[src/logic/memStagePkg.sv]
package memStagePkg;

    parameter int xlen = 32;  // RV32 data width

    // Access width, encoded as in the load/store funct3 field
    typedef enum logic [2:0] {
        byteSigned   = 3'b000,
        word         = 3'b010,
        byteUnsigned = 3'b100
    } memOp_e;

    typedef enum logic [1:0] {
        srcAlu = 2'b00,  // ALU result
        srcMem = 2'b01,  // Loaded data
        srcPc4 = 2'b10   // Link address for jumps
    } resultSrc_e;

    // One memory word, seen either whole or as byte lanes
    typedef union packed {
        logic [xlen-1:0] whole;
        logic [3:0][7:0] lane;  // Lane 0 is the least significant byte
    } memWord_u;

    // Bundle handed over by the execute stage
    typedef struct packed {
        logic            regWrite;
        resultSrc_e      resultSrc;
        logic            memWrite;
        memOp_e          memOp;
        logic [xlen-1:0] aluResult;  // Also the data address
        logic [xlen-1:0] writeData;
        logic [4:0]      rd;
        logic [xlen-1:0] pcPlus4;
    } memReq_s;

    // Contents of the memory-to-writeback register
    typedef struct packed {
        logic            regWrite;
        resultSrc_e      resultSrc;
        logic [xlen-1:0] aluResult;
        logic [xlen-1:0] readData;
        logic [4:0]      rd;
        logic [xlen-1:0] pcPlus4;
    } wbStage_s;

endpackage
[src/logic/twoWayCache.sv]
`timescale 1ns/1ps

module twoWayCache
    import memStagePkg::*;
#(
    parameter int numSets = 16
) (
    input  logic            clk_i,
    input  logic            rstN_i,
    input  memReq_s         memReq_i,
    output logic [xlen-1:0] readData_o,
    input  logic [xlen-1:0] ramRdata_i,
    output logic [xlen-1:0] ramRaddr_o,
    output logic            ramWe_o,
    output logic [xlen-1:0] ramWaddr_o,
    output logic [xlen-1:0] ramWdata_o
);

    localparam int setBits = $clog2(numSets);
    localparam int tagBits = xlen - 2 - setBits;  // Word offset takes the low two bits

    // Line storage, one word per way
    logic [tagBits-1:0] tagArr   [numSets][2];
    logic [xlen-1:0]    dataArr  [numSets][2];
    logic [1:0]         validArr [numSets];
    logic               lruArr   [numSets];  // Way to replace next

    logic               accessEn;
    logic [setBits-1:0] setIdx;
    logic [tagBits-1:0] reqTag;
    logic [1:0]         byteOff;
    logic               isByteOp;

    logic               hit0;
    logic               hit1;
    logic               hit;
    logic               hitWay;
    logic               fillWay;

    memWord_u           curWord;
    memWord_u           mergeWord;
    logic [7:0]         loadByte;
    logic [xlen-1:0]    alignedAddr;

    // Only loads and stores touch the cache, so ALU ops cannot evict lines
    assign accessEn = (memReq_i.resultSrc == srcMem) || memReq_i.memWrite;

    assign setIdx   = memReq_i.aluResult[2 +: setBits];
    assign reqTag   = memReq_i.aluResult[xlen-1 -: tagBits];
    assign byteOff  = memReq_i.aluResult[1:0];
    assign isByteOp = (memReq_i.memOp == byteSigned) || (memReq_i.memOp == byteUnsigned);

    assign alignedAddr = {memReq_i.aluResult[xlen-1:2], 2'b00};

    // Tag compare on both ways
    assign hit0    = validArr[setIdx][0] && (tagArr[setIdx][0] == reqTag);
    assign hit1    = validArr[setIdx][1] && (tagArr[setIdx][1] == reqTag);
    assign hit     = hit0 || hit1;
    assign hitWay  = hit1;
    assign fillWay = hit ? hitWay : lruArr[setIdx];  // Miss replaces the LRU way

    // Current word comes from the hit way, else straight from the RAM
    always_comb begin
        if (hit) begin
            curWord.whole = dataArr[setIdx][hitWay];
        end else begin
            curWord.whole = ramRdata_i;
        end
    end

    // Load path
    assign loadByte = curWord.lane[byteOff];

    always_comb begin
        case (memReq_i.memOp)
            byteSigned:   readData_o = {{(xlen-8){loadByte[7]}}, loadByte};
            byteUnsigned: readData_o = {{(xlen-8){1'b0}}, loadByte};
            default:      readData_o = curWord.whole;
        endcase
    end

    // Store path, byte merged into the current word
    always_comb begin
        mergeWord = curWord;
        if (isByteOp) begin
            mergeWord.lane[byteOff] = memReq_i.writeData[7:0];
        end else begin
            mergeWord.whole = memReq_i.writeData;
        end
    end

    // Write-through port to the RAM
    assign ramRaddr_o = alignedAddr;  // Always word aligned
    assign ramWe_o    = accessEn && memReq_i.memWrite;
    assign ramWaddr_o = alignedAddr;
    assign ramWdata_o = mergeWord.whole;

    // Valid and LRU state
    always_ff @(posedge clk_i or negedge rstN_i) begin
        if (!rstN_i) begin
            for (int s = 0; s < numSets; s++) begin
                validArr[s] <= 2'b00;
                lruArr[s]   <= 1'b0;
            end
        end else if (accessEn) begin
            validArr[setIdx][fillWay] <= 1'b1;
            lruArr[setIdx]            <= ~fillWay;  // Other way is now least recent
        end
    end

    // Tag and data arrays
    always_ff @(posedge clk_i) begin
        if (accessEn) begin
            if (memReq_i.memWrite) begin
                dataArr[setIdx][fillWay] <= mergeWord.whole;
                tagArr[setIdx][fillWay]  <= reqTag;
            end else if (!hit) begin
                dataArr[setIdx][fillWay] <= ramRdata_i;  // Line fill on load miss
                tagArr[setIdx][fillWay]  <= reqTag;
            end
        end
    end

endmodule

[config.mk]
export PLATFORM = sky130hd
export DESIGN_NAME = twoWayCache
export DESIGN_NICKNAME = d
export VERILOG_FILES = /design/src/logic/memStagePkg.sv /design/src/logic/twoWayCache.sv
export SDC_FILE = /design/constraint.sdc
export NUM_CORES = 2
export LEC_CHECK = 0
export ABC_AREA = 1
export ABC_CLOCK_PERIOD_IN_PS = 12170
export BUFFER_PORTS_ARGS = -buffer_cell sky130_fd_sc_hd__buf_4
export CAP_MARGIN = 5
export CORE_AREA = 2 2 335 470
export CTS_CLUSTER_SIZE = 10
export DETAILED_ROUTE_END_ITERATION = 10
export DIE_AREA = 0 0 337 472
export GPL_ROUTABILITY_DRIVEN = 0
export PLACE_DENSITY = 0.72
export REMOVE_ABC_BUFFERS = 1
export SLEW_MARGIN = 15
export SYNTH_ARGS = -nofsm -noshare
export SYNTH_HDL_FRONTEND = slang
export SYNTH_SLANG_ARGS = --single-unit
[constraint.sdc]
create_clock -name clk_i -period 12.17 [get_ports clk_i]
set_clock_uncertainty 0.1 [all_clocks]
set_input_delay 0.6085 -clock clk_i [delete_from_list [all_inputs] [get_ports clk_i]]
set_output_delay 0.6085 -clock clk_i [all_outputs]
set_load 0.1 [all_outputs]
==> metrics.csv <==
metric;value;unit
tns;0;ns
grt.overflow.total;0;
grt_pass1_wl;311000;um
crit_top_cell;nand2_1;
post_cts.repair.setup_buffers;0;
worst-endpoint-arrival;7.85;ns
end_kind;output port;
hold_viol_final;0;
wire_per_inst;24.8;um
cts_tree;yes;
peakVddDrop;0.136;mV
layout_common_cells;2362 x nand2_1, 1856 x edfxtp_1, 521 x a22oi_1;
netlist_instances;6311;
drt-total-wl;213000;um
multi_input_area;18000;um^2
insertedDiodeCount;0;
nNetsFinal;6596;
cp_max_fo;87;
final_layout_size_suffix_gt1_frac;0.0959;
cpLargestDelayFamily;simple AND/OR/NAND/NOR gates;
synth-warning-count;0;
clock_latency;0.84;ns
maxCapViolCount;0;
first_pass_iters;9;
cts_root_buf;clkbuf_16;
via_per_inst;6.00;
grt_antenna_before_repair;1;
slew_violations;0;
r2r_cells;20;
synth_area;77100;um^2
synth.top_cell.area_share;0.723;
route.detailed.drc;0;
vias;51541;
grt_usage;0.264;
grt_pass1_vias;49929;
critical_path_class;input pin to output port;
clk_pin_slew_worst_paths;0.05;ns
nFillCells;12115;
die_x;337;um
io_buffers;228;
cts_htree_levels;4;
drt_iter0_drc;6903;
numCtsBuffers;209;
fp-row-count;171;
cts.path.max_buffers;3;
rsz0062_at_grt;no;
dp_hpwl;117000;um
cp.depth;24;
period_needed;8.56;ns
synthTopCellsByArea;edfxtp_1 72%, nand2_1 12%, a22oi_1 5.1%;
ys_seq_elements;1904;
required;11.46;ns
max_freq;0.117;GHz
io_pins;271;
synth_top_area_cell;edfxtp_1;
p_leak;31.6;nW
ff_latch_area;56900;um^2
hold_path_depth;1;
max_slew.worst_pin.slew;1.17;ns
cts.sinks;1904;
cp-start-kind;input pin;
finalCritPeriodShare;0.704;
finalHoldWorstSlack;0.108;ns
hp-class;input pin to flop;
die_h;472;um
relSlewSlack;0.216;
postSynthAreaPerCell;12.2;um^2
area_growth;12.3;%
ys_seq_area_frac;0.738;
ant_nets;0;
layout_commonest_cell;nand2_1;
slowest_delay;0.97;ns
async_flop_share;0.0252;
ys_types;37;
start_util;0.498;
die_area;159000;um^2
p_per_area;165;nW/um^2
status;finished, final reports clean;
regToRegSetupSlack;5.76;ns
synth_edf_count;1856;
crit_chain;buf_8, nand2_1, inv_8, buf_4, nand2_1, nand3_1, nand2_1, nand2_1, o21ai_1, nand2_1, nand2_1, nor2_1, nand2_1, nor2_1, nand2_1, nand2_2, inv_1, nand2_1, nand3_1, nand2_1, nor2_2, nand2_2, nand2_1, buf_4;
core_area;155000;um^2
yosys_most_used_dff;edfxtp_1;
grt_max_degree;162;
crit_buf_inv;5;
finalPower;14.3;mW
setup_viol;0;
worst_path_max_delay_cell;nand2_2;
## worst register-to-register path, stage by stage, from the launching register on
cell	delay, ns
edfxtp_1	0.36
nand2_1	0.07
nand2_1	0.06
nand2_1	0.05
nand3_1	0.08
nand2_1	0.07
nand2_1	0.12
nor2_1	0.33
nand2_1	0.08
nand2_1	0.09
nand2_1	0.11
nor2_1	0.11
nand2_1	0.06
nor2_1	0.51
nand2_1	0.69
nand2_2	0.98
nor3_2	0.07
buf_4	0.22
o21ai_4	0.90
nor2_4	0.40
buf_4	0.52
## Yosys cell counts, types with 7 or more instances
| master | number |
|---|---|
| edfxtp_1 | 1856 |
| buf_2 | 92 |
| inv_1 | 134 |
| a22oi_1 | 521 |
| nor4_1 | 38 |
| nor3_1 | 20 |
| o21ai_1 | 65 |
| a31o_2 | 8 |
| nor2_1 | 213 |
| dfrtp_1 | 48 |
| o21ai_0 | 59 |
| nand2_1 | 2365 |
| inv_2 | 7 |
| buf_1 | 42 |
| nand3_1 | 214 |
| clkbuf_1 | 185 |
| nand4_1 | 45 |
| buf_4 | 75 |
| a21oi_1 | 248 |
| nand3b_1 | 22 |
## flip-flops by register name, indices dropped and copies added, names as in the netlist
signal    cells
tagArr      832
validArr     32
dataArr    1024
lruArr       16
## cell families after synthesis
| logic type | after synthesis | share of synthesized area |
|---|---|---|
| buf+inv | 542 | 0.0318 |
| flops | 1904 | 0.738 |
| other cells | 1 | 0.0000486 |
| compound gates | 921 | 0.0778 |
| simple gates | 2943 | 0.152 |
## repair_timing
action | 4_1_cts | 5_1_grt
resized for setup | 0 | 0
hold buffers | 1 | 0
endpoints found under the hold margin | 48 | 0
## metal layers
layer | vias up | part of all wire | track usage | wire length [um]
li1 | 22619 | - | - | -
met4 | 2 | 0.048 | 0.124 | 10100
met5 | - | 0.000042 | 0 | 9
met2 | 3260 | 0.49 | 0.440 | 104000
met1 | 25092 | 0.36 | 0.335 | 77300
met3 | 568 | 0.099 | 0.0455 | 21000
## report_power, final
group          total (mW)  internal (mW)  switching [mW]
Clock                5.51           3.11            2.40
Sequential           7.45           7.42          0.0317
Combinational        1.31          0.280            1.03
Total                14.3           10.8            3.47
## path summary, 6_finish.rpt
| check | start | endpoint |
|---|---|---|
| worst min-delay path | memReq_i[91] | tagArr[5][16]$_DFFE_PP_ |
| worst max-delay path | memReq_i[71] | readData_o[25] |
| worst max register to register | tagArr[5][50]$_DFFE_PP_ | dataArr[1][21]$_DFFE_PP_ |
| worst min register to register | validArr[21]$_DFFE_PN0P_ | validArr[21]$_DFFE_PN0P_ |
| min in group asynchronous | rstN_i | lruArr[10]$_DFFE_PN0P_ |
| max in group asynchronous | rstN_i | validArr[1]$_DFFE_PN0P_ |
## metrics by stage
stage	worst slack [ns]	util	area, um^2	std cells
CTS	3.88	0.560	86600	8593
global placement	3.90	0.522	80800	8318
global route	3.36	0.560	86600	8593
detailed placement	3.82	0.522	80800	8318
finish	3.61	0.560	86600	8593
floorplan	-7.86	-	75200	5917
## cell type report
class                           count  area share
Clock buffer                      258      0.0629
Clock inverter                     16     0.00376
Inverter                          145     0.00663
Multi-Input combinational cell   3868       0.208
Sequential cell                  1904       0.658
Tap cell                         2076      0.0300
Timing Repair Buffer              326      0.0310
No activity file was read; power rests on OpenSTA's default activity.
