## src/logic/memStagePkg.sv

```systemverilog
package memStagePkg;

    parameter int xlen = 32;  // RV32 data width

    // Access width, encoded as in the load/store funct3 field
    typedef enum logic [2:0] {
        byteSigned   = 3'b000,
        word         = 3'b010,
        byteUnsigned = 3'b100
    } memOp_e;

    typedef enum logic [1:0] {
        srcAlu = 2'b00,  // ALU result
        srcMem = 2'b01,  // Loaded data
        srcPc4 = 2'b10   // Link address for jumps
    } resultSrc_e;

    // One memory word, seen either whole or as byte lanes
    typedef union packed {
        logic [xlen-1:0] whole;
        logic [3:0][7:0] lane;  // Lane 0 is the least significant byte
    } memWord_u;

    // Bundle handed over by the execute stage
    typedef struct packed {
        logic            regWrite;
        resultSrc_e      resultSrc;
        logic            memWrite;
        memOp_e          memOp;
        logic [xlen-1:0] aluResult;  // Also the data address
        logic [xlen-1:0] writeData;
        logic [4:0]      rd;
        logic [xlen-1:0] pcPlus4;
    } memReq_s;

    // Contents of the memory-to-writeback register
    typedef struct packed {
        logic            regWrite;
        resultSrc_e      resultSrc;
        logic [xlen-1:0] aluResult;
        logic [xlen-1:0] readData;
        logic [4:0]      rd;
        logic [xlen-1:0] pcPlus4;
    } wbStage_s;

endpackage
```

## src/logic/memWriteback.sv

```systemverilog
`timescale 1ns/1ps

module memWriteback
    import memStagePkg::*;
(
    input  logic            clk_i,
    input  logic            rstN_i,
    input  logic            stall_i,
    input  memReq_s         memReq_i,
    input  logic [xlen-1:0] readData_i,
    output logic            regWriteW_o,
    output logic [4:0]      rdW_o,
    output logic [xlen-1:0] resultW_o
);

    wbStage_s wbD;
    wbStage_s wbQ;

    // Pick the fields that survive into writeback
    always_comb begin
        wbD.regWrite  = memReq_i.regWrite;
        wbD.resultSrc = memReq_i.resultSrc;
        wbD.aluResult = memReq_i.aluResult;
        wbD.readData  = readData_i;
        wbD.rd        = memReq_i.rd;
        wbD.pcPlus4   = memReq_i.pcPlus4;
    end

    always_ff @(posedge clk_i or negedge rstN_i) begin
        if (!rstN_i) begin
            wbQ <= '0;  // resultSrc clears to srcAlu
        end else if (!stall_i) begin
            wbQ <= wbD;
        end
    end

    assign regWriteW_o = wbQ.regWrite;
    assign rdW_o       = wbQ.rd;

    // Result select
    always_comb begin
        case (wbQ.resultSrc)
            srcMem:  resultW_o = wbQ.readData;
            srcPc4:  resultW_o = wbQ.pcPlus4;
            default: resultW_o = wbQ.aluResult;
        endcase
    end

endmodule

```

## config.mk

```make
export PLATFORM = sky130hd
export DESIGN_NAME = memWriteback
export DESIGN_NICKNAME = d
export VERILOG_FILES = /design/src/logic/memStagePkg.sv /design/src/logic/memWriteback.sv
export SDC_FILE = /design/constraint.sdc
export NUM_CORES = 1
export LEC_CHECK = 0
export BUFFER_PORTS_ARGS = -buffer_cell sky130_fd_sc_hd__buf_4
export CAP_MARGIN = 20
export CORE_ASPECT_RATIO = 1.5
export CORE_MARGIN = 5
export CORE_UTILIZATION = 46
export CTS_BUF_LIST = sky130_fd_sc_hd__clkbuf_8
export DETAILED_ROUTE_END_ITERATION = 7
export MAX_ROUTING_LAYER = met4
export PLACE_DENSITY = 0.79
export SETUP_SLACK_MARGIN = 0.4
export SLEW_MARGIN = 0
export SYNTH_ARGS = -nofsm -noshare
export SYNTH_HDL_FRONTEND = slang
export SYNTH_SLANG_ARGS = --single-unit
```

## constraint.sdc

```tcl
create_clock -name clk_i -period 1.3 [get_ports clk_i]
set_input_delay 0.195 -clock clk_i [delete_from_list [all_inputs] [get_ports clk_i]]
set_output_delay 0.195 -clock clk_i [all_outputs]
set_load 0.005 [all_outputs]
```

==> flow_results.xml <==
<?xml version="1.0" encoding="UTF-8"?>
<metrics>
  <group name="run_status">
    <metric name="result_of_the_run" unit="">finished, violations left</metric>
    <metric name="failed_checks" unit="">setup timing</metric>
  </group>
  <group name="placed_design">
    <metric name="dp_worst_setup_slack" unit="ns">-0.243</metric>
    <metric name="gp_routability_congestion" unit="">0.798</metric>
    <metric name="buffer_ports.inserted" unit="">144</metric>
    <metric name="hpwlAfterDp" unit="mm">8.14</metric>
  </group>
  <group name="critical_path">
    <metric name="timing.critical_path.to_type" unit="">primary output</metric>
    <metric name="timing.setup.critical_path_class" unit="">register to primary output</metric>
    <metric name="setup.reg_to_reg.worst_slack" unit="ns">0.32</metric>
    <metric name="critPathSlowestCell" unit="">sky130_fd_sc_hd__dfrtp_1</metric>
    <metric name="path_cells" unit="">inv_2 -&gt; ha_4 -&gt; buf_6 -&gt; clkbuf_16 -&gt; nand2_1 -&gt; o21ai_2 -&gt; buf_4</metric>
    <metric name="worstReg2RegEnd" unit="">rdW_o[1]$_DFFE_PN0N_</metric>
    <metric name="cp_launch_point" unit="">wbQ[101]$_DFFE_PN0N_</metric>
    <metric name="critical_path_arrival" unit="ns">1.70</metric>
    <metric name="worst_setup_path_endpoint" unit="">resultW_o[9]</metric>
    <metric name="worst-endpoint-required" unit="ns">1.11</metric>
    <metric name="worst_r2r_startpoint" unit="">rdW_o[1]$_DFFE_PN0N_</metric>
    <metric name="r2r.worst_path.cells" unit="">3</metric>
    <metric name="start_kind" unit="">register</metric>
    <metric name="critPathMaxStageDelay" unit="ns">0.41</metric>
    <metric name="crit_path_max_fanout" unit="">8</metric>
  </group>
  <group name="die">
    <metric name="initial_core_utilization" unit="">0.470</metric>
    <metric name="die_area" unit="sq um">12500</metric>
    <metric name="floorplan.io_pins" unit="">181</metric>
    <metric name="die_width" unit="um">93.1</metric>
    <metric name="core.rowCount" unit="">45</metric>
    <metric name="core_region_area" unit="sq um">10100</metric>
    <metric name="fp.dieH" unit="um">135</metric>
  </group>
  <group name="worst_hold_path">
    <metric name="min-delay-path-class" unit="">input port to register</metric>
    <metric name="hold_path_depth" unit="">2</metric>
  </group>
  <group name="cells_and_area">
    <metric name="antenna-diode-count" unit="">0</metric>
    <metric name="layout_common_cells" unit="">sky130_fd_sc_hd__buf_4 (141), sky130_fd_sc_hd__dfrtp_1 (103), sky130_fd_sc_hd__mux2_4 (62), sky130_fd_sc_hd__mux2_2 (42), sky130_fd_sc_hd__a22oi_2 (32)</metric>
    <metric name="design.final.nets" unit="">641</metric>
    <metric name="final_layout_size_suffix_gt1_frac" unit="">0.774</metric>
    <metric name="final_core_utilization" unit="">0.692</metric>
    <metric name="flow.area_growth_from_synthesis" unit="%">47.2</metric>
    <metric name="final_common_cell" unit="">sky130_fd_sc_hd__buf_4</metric>
  </group>
  <group name="synth">
    <metric name="synthesis.yosys.warnings" unit="">0</metric>
    <metric name="syn_area_per_cell" unit="sq um">14.1</metric>
    <metric name="yosysTopAreaCellShare" unit="">0.547</metric>
    <metric name="share_of_the_synthesized_area_in_compound_gates_ao_oa_aoi_oai" unit="">0.0841</metric>
    <metric name="combinational_family_with_the_most_area_after_synthesis" unit="">multiplexers</metric>
    <metric name="synth-seq-cells" unit="">104</metric>
    <metric name="postSynthNetCount" unit="">483</metric>
    <metric name="synth_top_area_cell" unit="">sky130_fd_sc_hd__dfrtp_1</metric>
    <metric name="synth.lib_cells_used.distinct" unit="">13</metric>
    <metric name="yosys.area_share.adder" unit="">0.00525</metric>
    <metric name="syn_area" unit="sq um">4760</metric>
    <metric name="post_synth_xor_area_fraction" unit="">0</metric>
    <metric name="syn_inst" unit="">338</metric>
    <metric name="muxShareOfSynthArea" unit="">0.293</metric>
    <metric name="synth-simple-area-share" unit="">0.0252</metric>
    <metric name="synthTopCellsByArea" unit="">sky130_fd_sc_hd__dfrtp_1 (55%), sky130_fd_sc_hd__mux2_4 (19%), sky130_fd_sc_hd__mux2_2 (10%)</metric>
    <metric name="synth_seq_area_share" unit="">0.547</metric>
  </group>
  <group name="global_route">
    <metric name="grt_first_pass_wirelength" unit="mm">19.0</metric>
    <metric name="grt_max_degree" unit="">60</metric>
    <metric name="gr-usage-all-layers" unit="">0.202</metric>
    <metric name="grt.overflow.total" unit="">0</metric>
    <metric name="antenna_violations_before_repair" unit="">0</metric>
    <metric name="first_global_vias" unit="">3746</metric>
  </group>
  <group name="detailed_routing">
    <metric name="antenna_violating_nets_post_route" unit="">0</metric>
    <metric name="routed_wl" unit="mm">12.5</metric>
    <metric name="drt_drc_violations_left" unit="">0</metric>
    <metric name="drt-wirelength-per-cell" unit="um">20.2</metric>
    <metric name="drt-pass1-iter-count" unit="">4</metric>
    <metric name="dr_total_vias" unit="">3343</metric>
    <metric name="viasPerCell" unit="">5.41</metric>
    <metric name="drt_first_iter_violations" unit="">101</metric>
  </group>
  <group name="timing">
    <metric name="layout_setup_ws" unit="ns">-0.591</metric>
    <metric name="max_freq" unit="GHz">0.529</metric>
    <metric name="grt_setup_unrepaired" unit="">yes</metric>
    <metric name="max_slew.worst_pin.slew" unit="ns">0.315</metric>
    <metric name="max-slew-margin-rel" unit="">0.790</metric>
    <metric name="holdWs" unit="ns">0.0613</metric>
    <metric name="final_hold_viol_count" unit="">0</metric>
    <metric name="final.period_utilization" unit="">1.45</metric>
    <metric name="final-setup-viol-count" unit="">32</metric>
    <metric name="crit_path_time_final" unit="ns">1.89</metric>
    <metric name="report.final.slew_viol_count" unit="">0</metric>
    <metric name="finClkSkew" unit="ns">0</metric>
  </group>
  <group name="pwr">
    <metric name="power.share.combinational" unit="">0.314</metric>
    <metric name="power.static_leakage" unit="nW">3.29</metric>
    <metric name="vdd.ir_drop.worst" unit="mV">0.736</metric>
    <metric name="power.total" unit="mW">8.68</metric>
    <metric name="power_density" unit="nW/um^2">1240</metric>
    <metric name="p_clk_frac" unit="">0.246</metric>
    <metric name="p_seq_frac" unit="">0.440</metric>
    <metric name="power.share.switching" unit="">0.272</metric>
    <metric name="p_switching" unit="mW">2.36</metric>
    <metric name="internal_power" unit="mW">6.32</metric>
  </group>
  <group name="clocking">
    <metric name="clock-root-buffer" unit="">sky130_fd_sc_hd__clkbuf_8</metric>
    <metric name="tritoncts" unit="">yes</metric>
    <metric name="htreeDepth" unit="">3</metric>
    <metric name="numClockSinks" unit="">104</metric>
    <metric name="cts_buffer_depth" unit="">2</metric>
    <metric name="clk_latency" unit="ns">0.35</metric>
    <metric name="path_clk_slew" unit="ns">0.09</metric>
    <metric name="number_of_cts_inserted_buffers" unit="">9</metric>
  </group>
  <group name="flow_run">
    <metric name="maxCapViolCount" unit="">0</metric>
  </group>
</metrics>
-- worst min-delay path by stage --
stage                       from                    to
floorplan                 rstN_i  rdW_o[0]$_DFFE_PN0N_
global placement          rstN_i    wbQ[9]$_DFFE_PN0N_
detailed placement        rstN_i   wbQ[46]$_DFFE_PN0N_
CTS                 memReq_i[93]   wbQ[93]$_DFFE_PN0N_
global route        memReq_i[90]   wbQ[90]$_DFFE_PN0N_
finish              memReq_i[90]   wbQ[90]$_DFFE_PN0N_
-- state kept, by name, summed over array words and instances (netlist names) --
signal and count:
rdW_o 5, regWriteW_o 1, wbQ 98
-- worst max-delay path, delay by kind of cell (launching register included) --
kind	cells	cell delay, ns
adder cells (fa/ha/maj)	1	0.31
AND/OR/NAND/NOR	1	0.07
AO/OA/AOI/OAI	1	0.07
flip-flops	1	0.41
buffers and inverters	4	0.50
-- power groups by stage --
stage | Sequential [mW] | Clock [mW] | Combinational, mW
final | 3.82 | 2.14 | 2.72
after global routing | 3.85 | 2.34 | 2.89
after CTS | 3.78 | 2.21 | 2.52
after detailed placement | 3.80 | 0 | 2.03
after global placement | 3.78 | 0 | 1.99
after floorplan | 3.74 | 0 | 1.28
-- final cells by class --
class / instances / area, sq um
fillers: 684 / 3120
flip-flops and latches: 104 / 2600
multi-input cells: 202 / 2370
repair buffers: 177 / 1670
well taps: 117 / 146
clock buffers: 10 / 138
clock inverters: 6 / 76.3
inverters: 2 / 7.51
-- routing by layer --
layer,share of wire,vias to the layer above,global-route usage
met5,0,-,-
met4,0.033,0,0.0929
met3,0.045,29,0.0323
met2,0.56,104,0.359
met1,0.37,1688,0.220
li1,-,1522,-
-- cell families after synthesis --
kind of cell    after synthesis
compound gates               64
fa+ha+maj                     2
buf+inv                      32
flops                       104
mux                         104
simple gates                 32
-- repair_timing --
action,in CTS,in global routing
cloned,6,3
endpoints found under the hold margin,104,0
buffers inserted,7,1
resized for setup,73,37
hold buffers,1,0
pin swaps,48,5
setup endpoints to repair,38,40
-- metrics by stage --
step	setup TNS [ns]	cell area, sq um	std cells
finish	-17.50	7010	618
global placement	-4.89	6080	584
global route	-20.03	7010	618
detailed placement	-5.86	6080	584
floorplan	0	5010	338
CTS	-17.26	6800	614
-- cells in the mapped netlist (all sizes together) --
library cell    n
a22oi          32
o21ai          32
mux2          104
ha              2
buf            25
dfrtp         104
clkbuf          5
nand2          32
inv             2
Note: power is estimated with default switching activity, not from simulation.
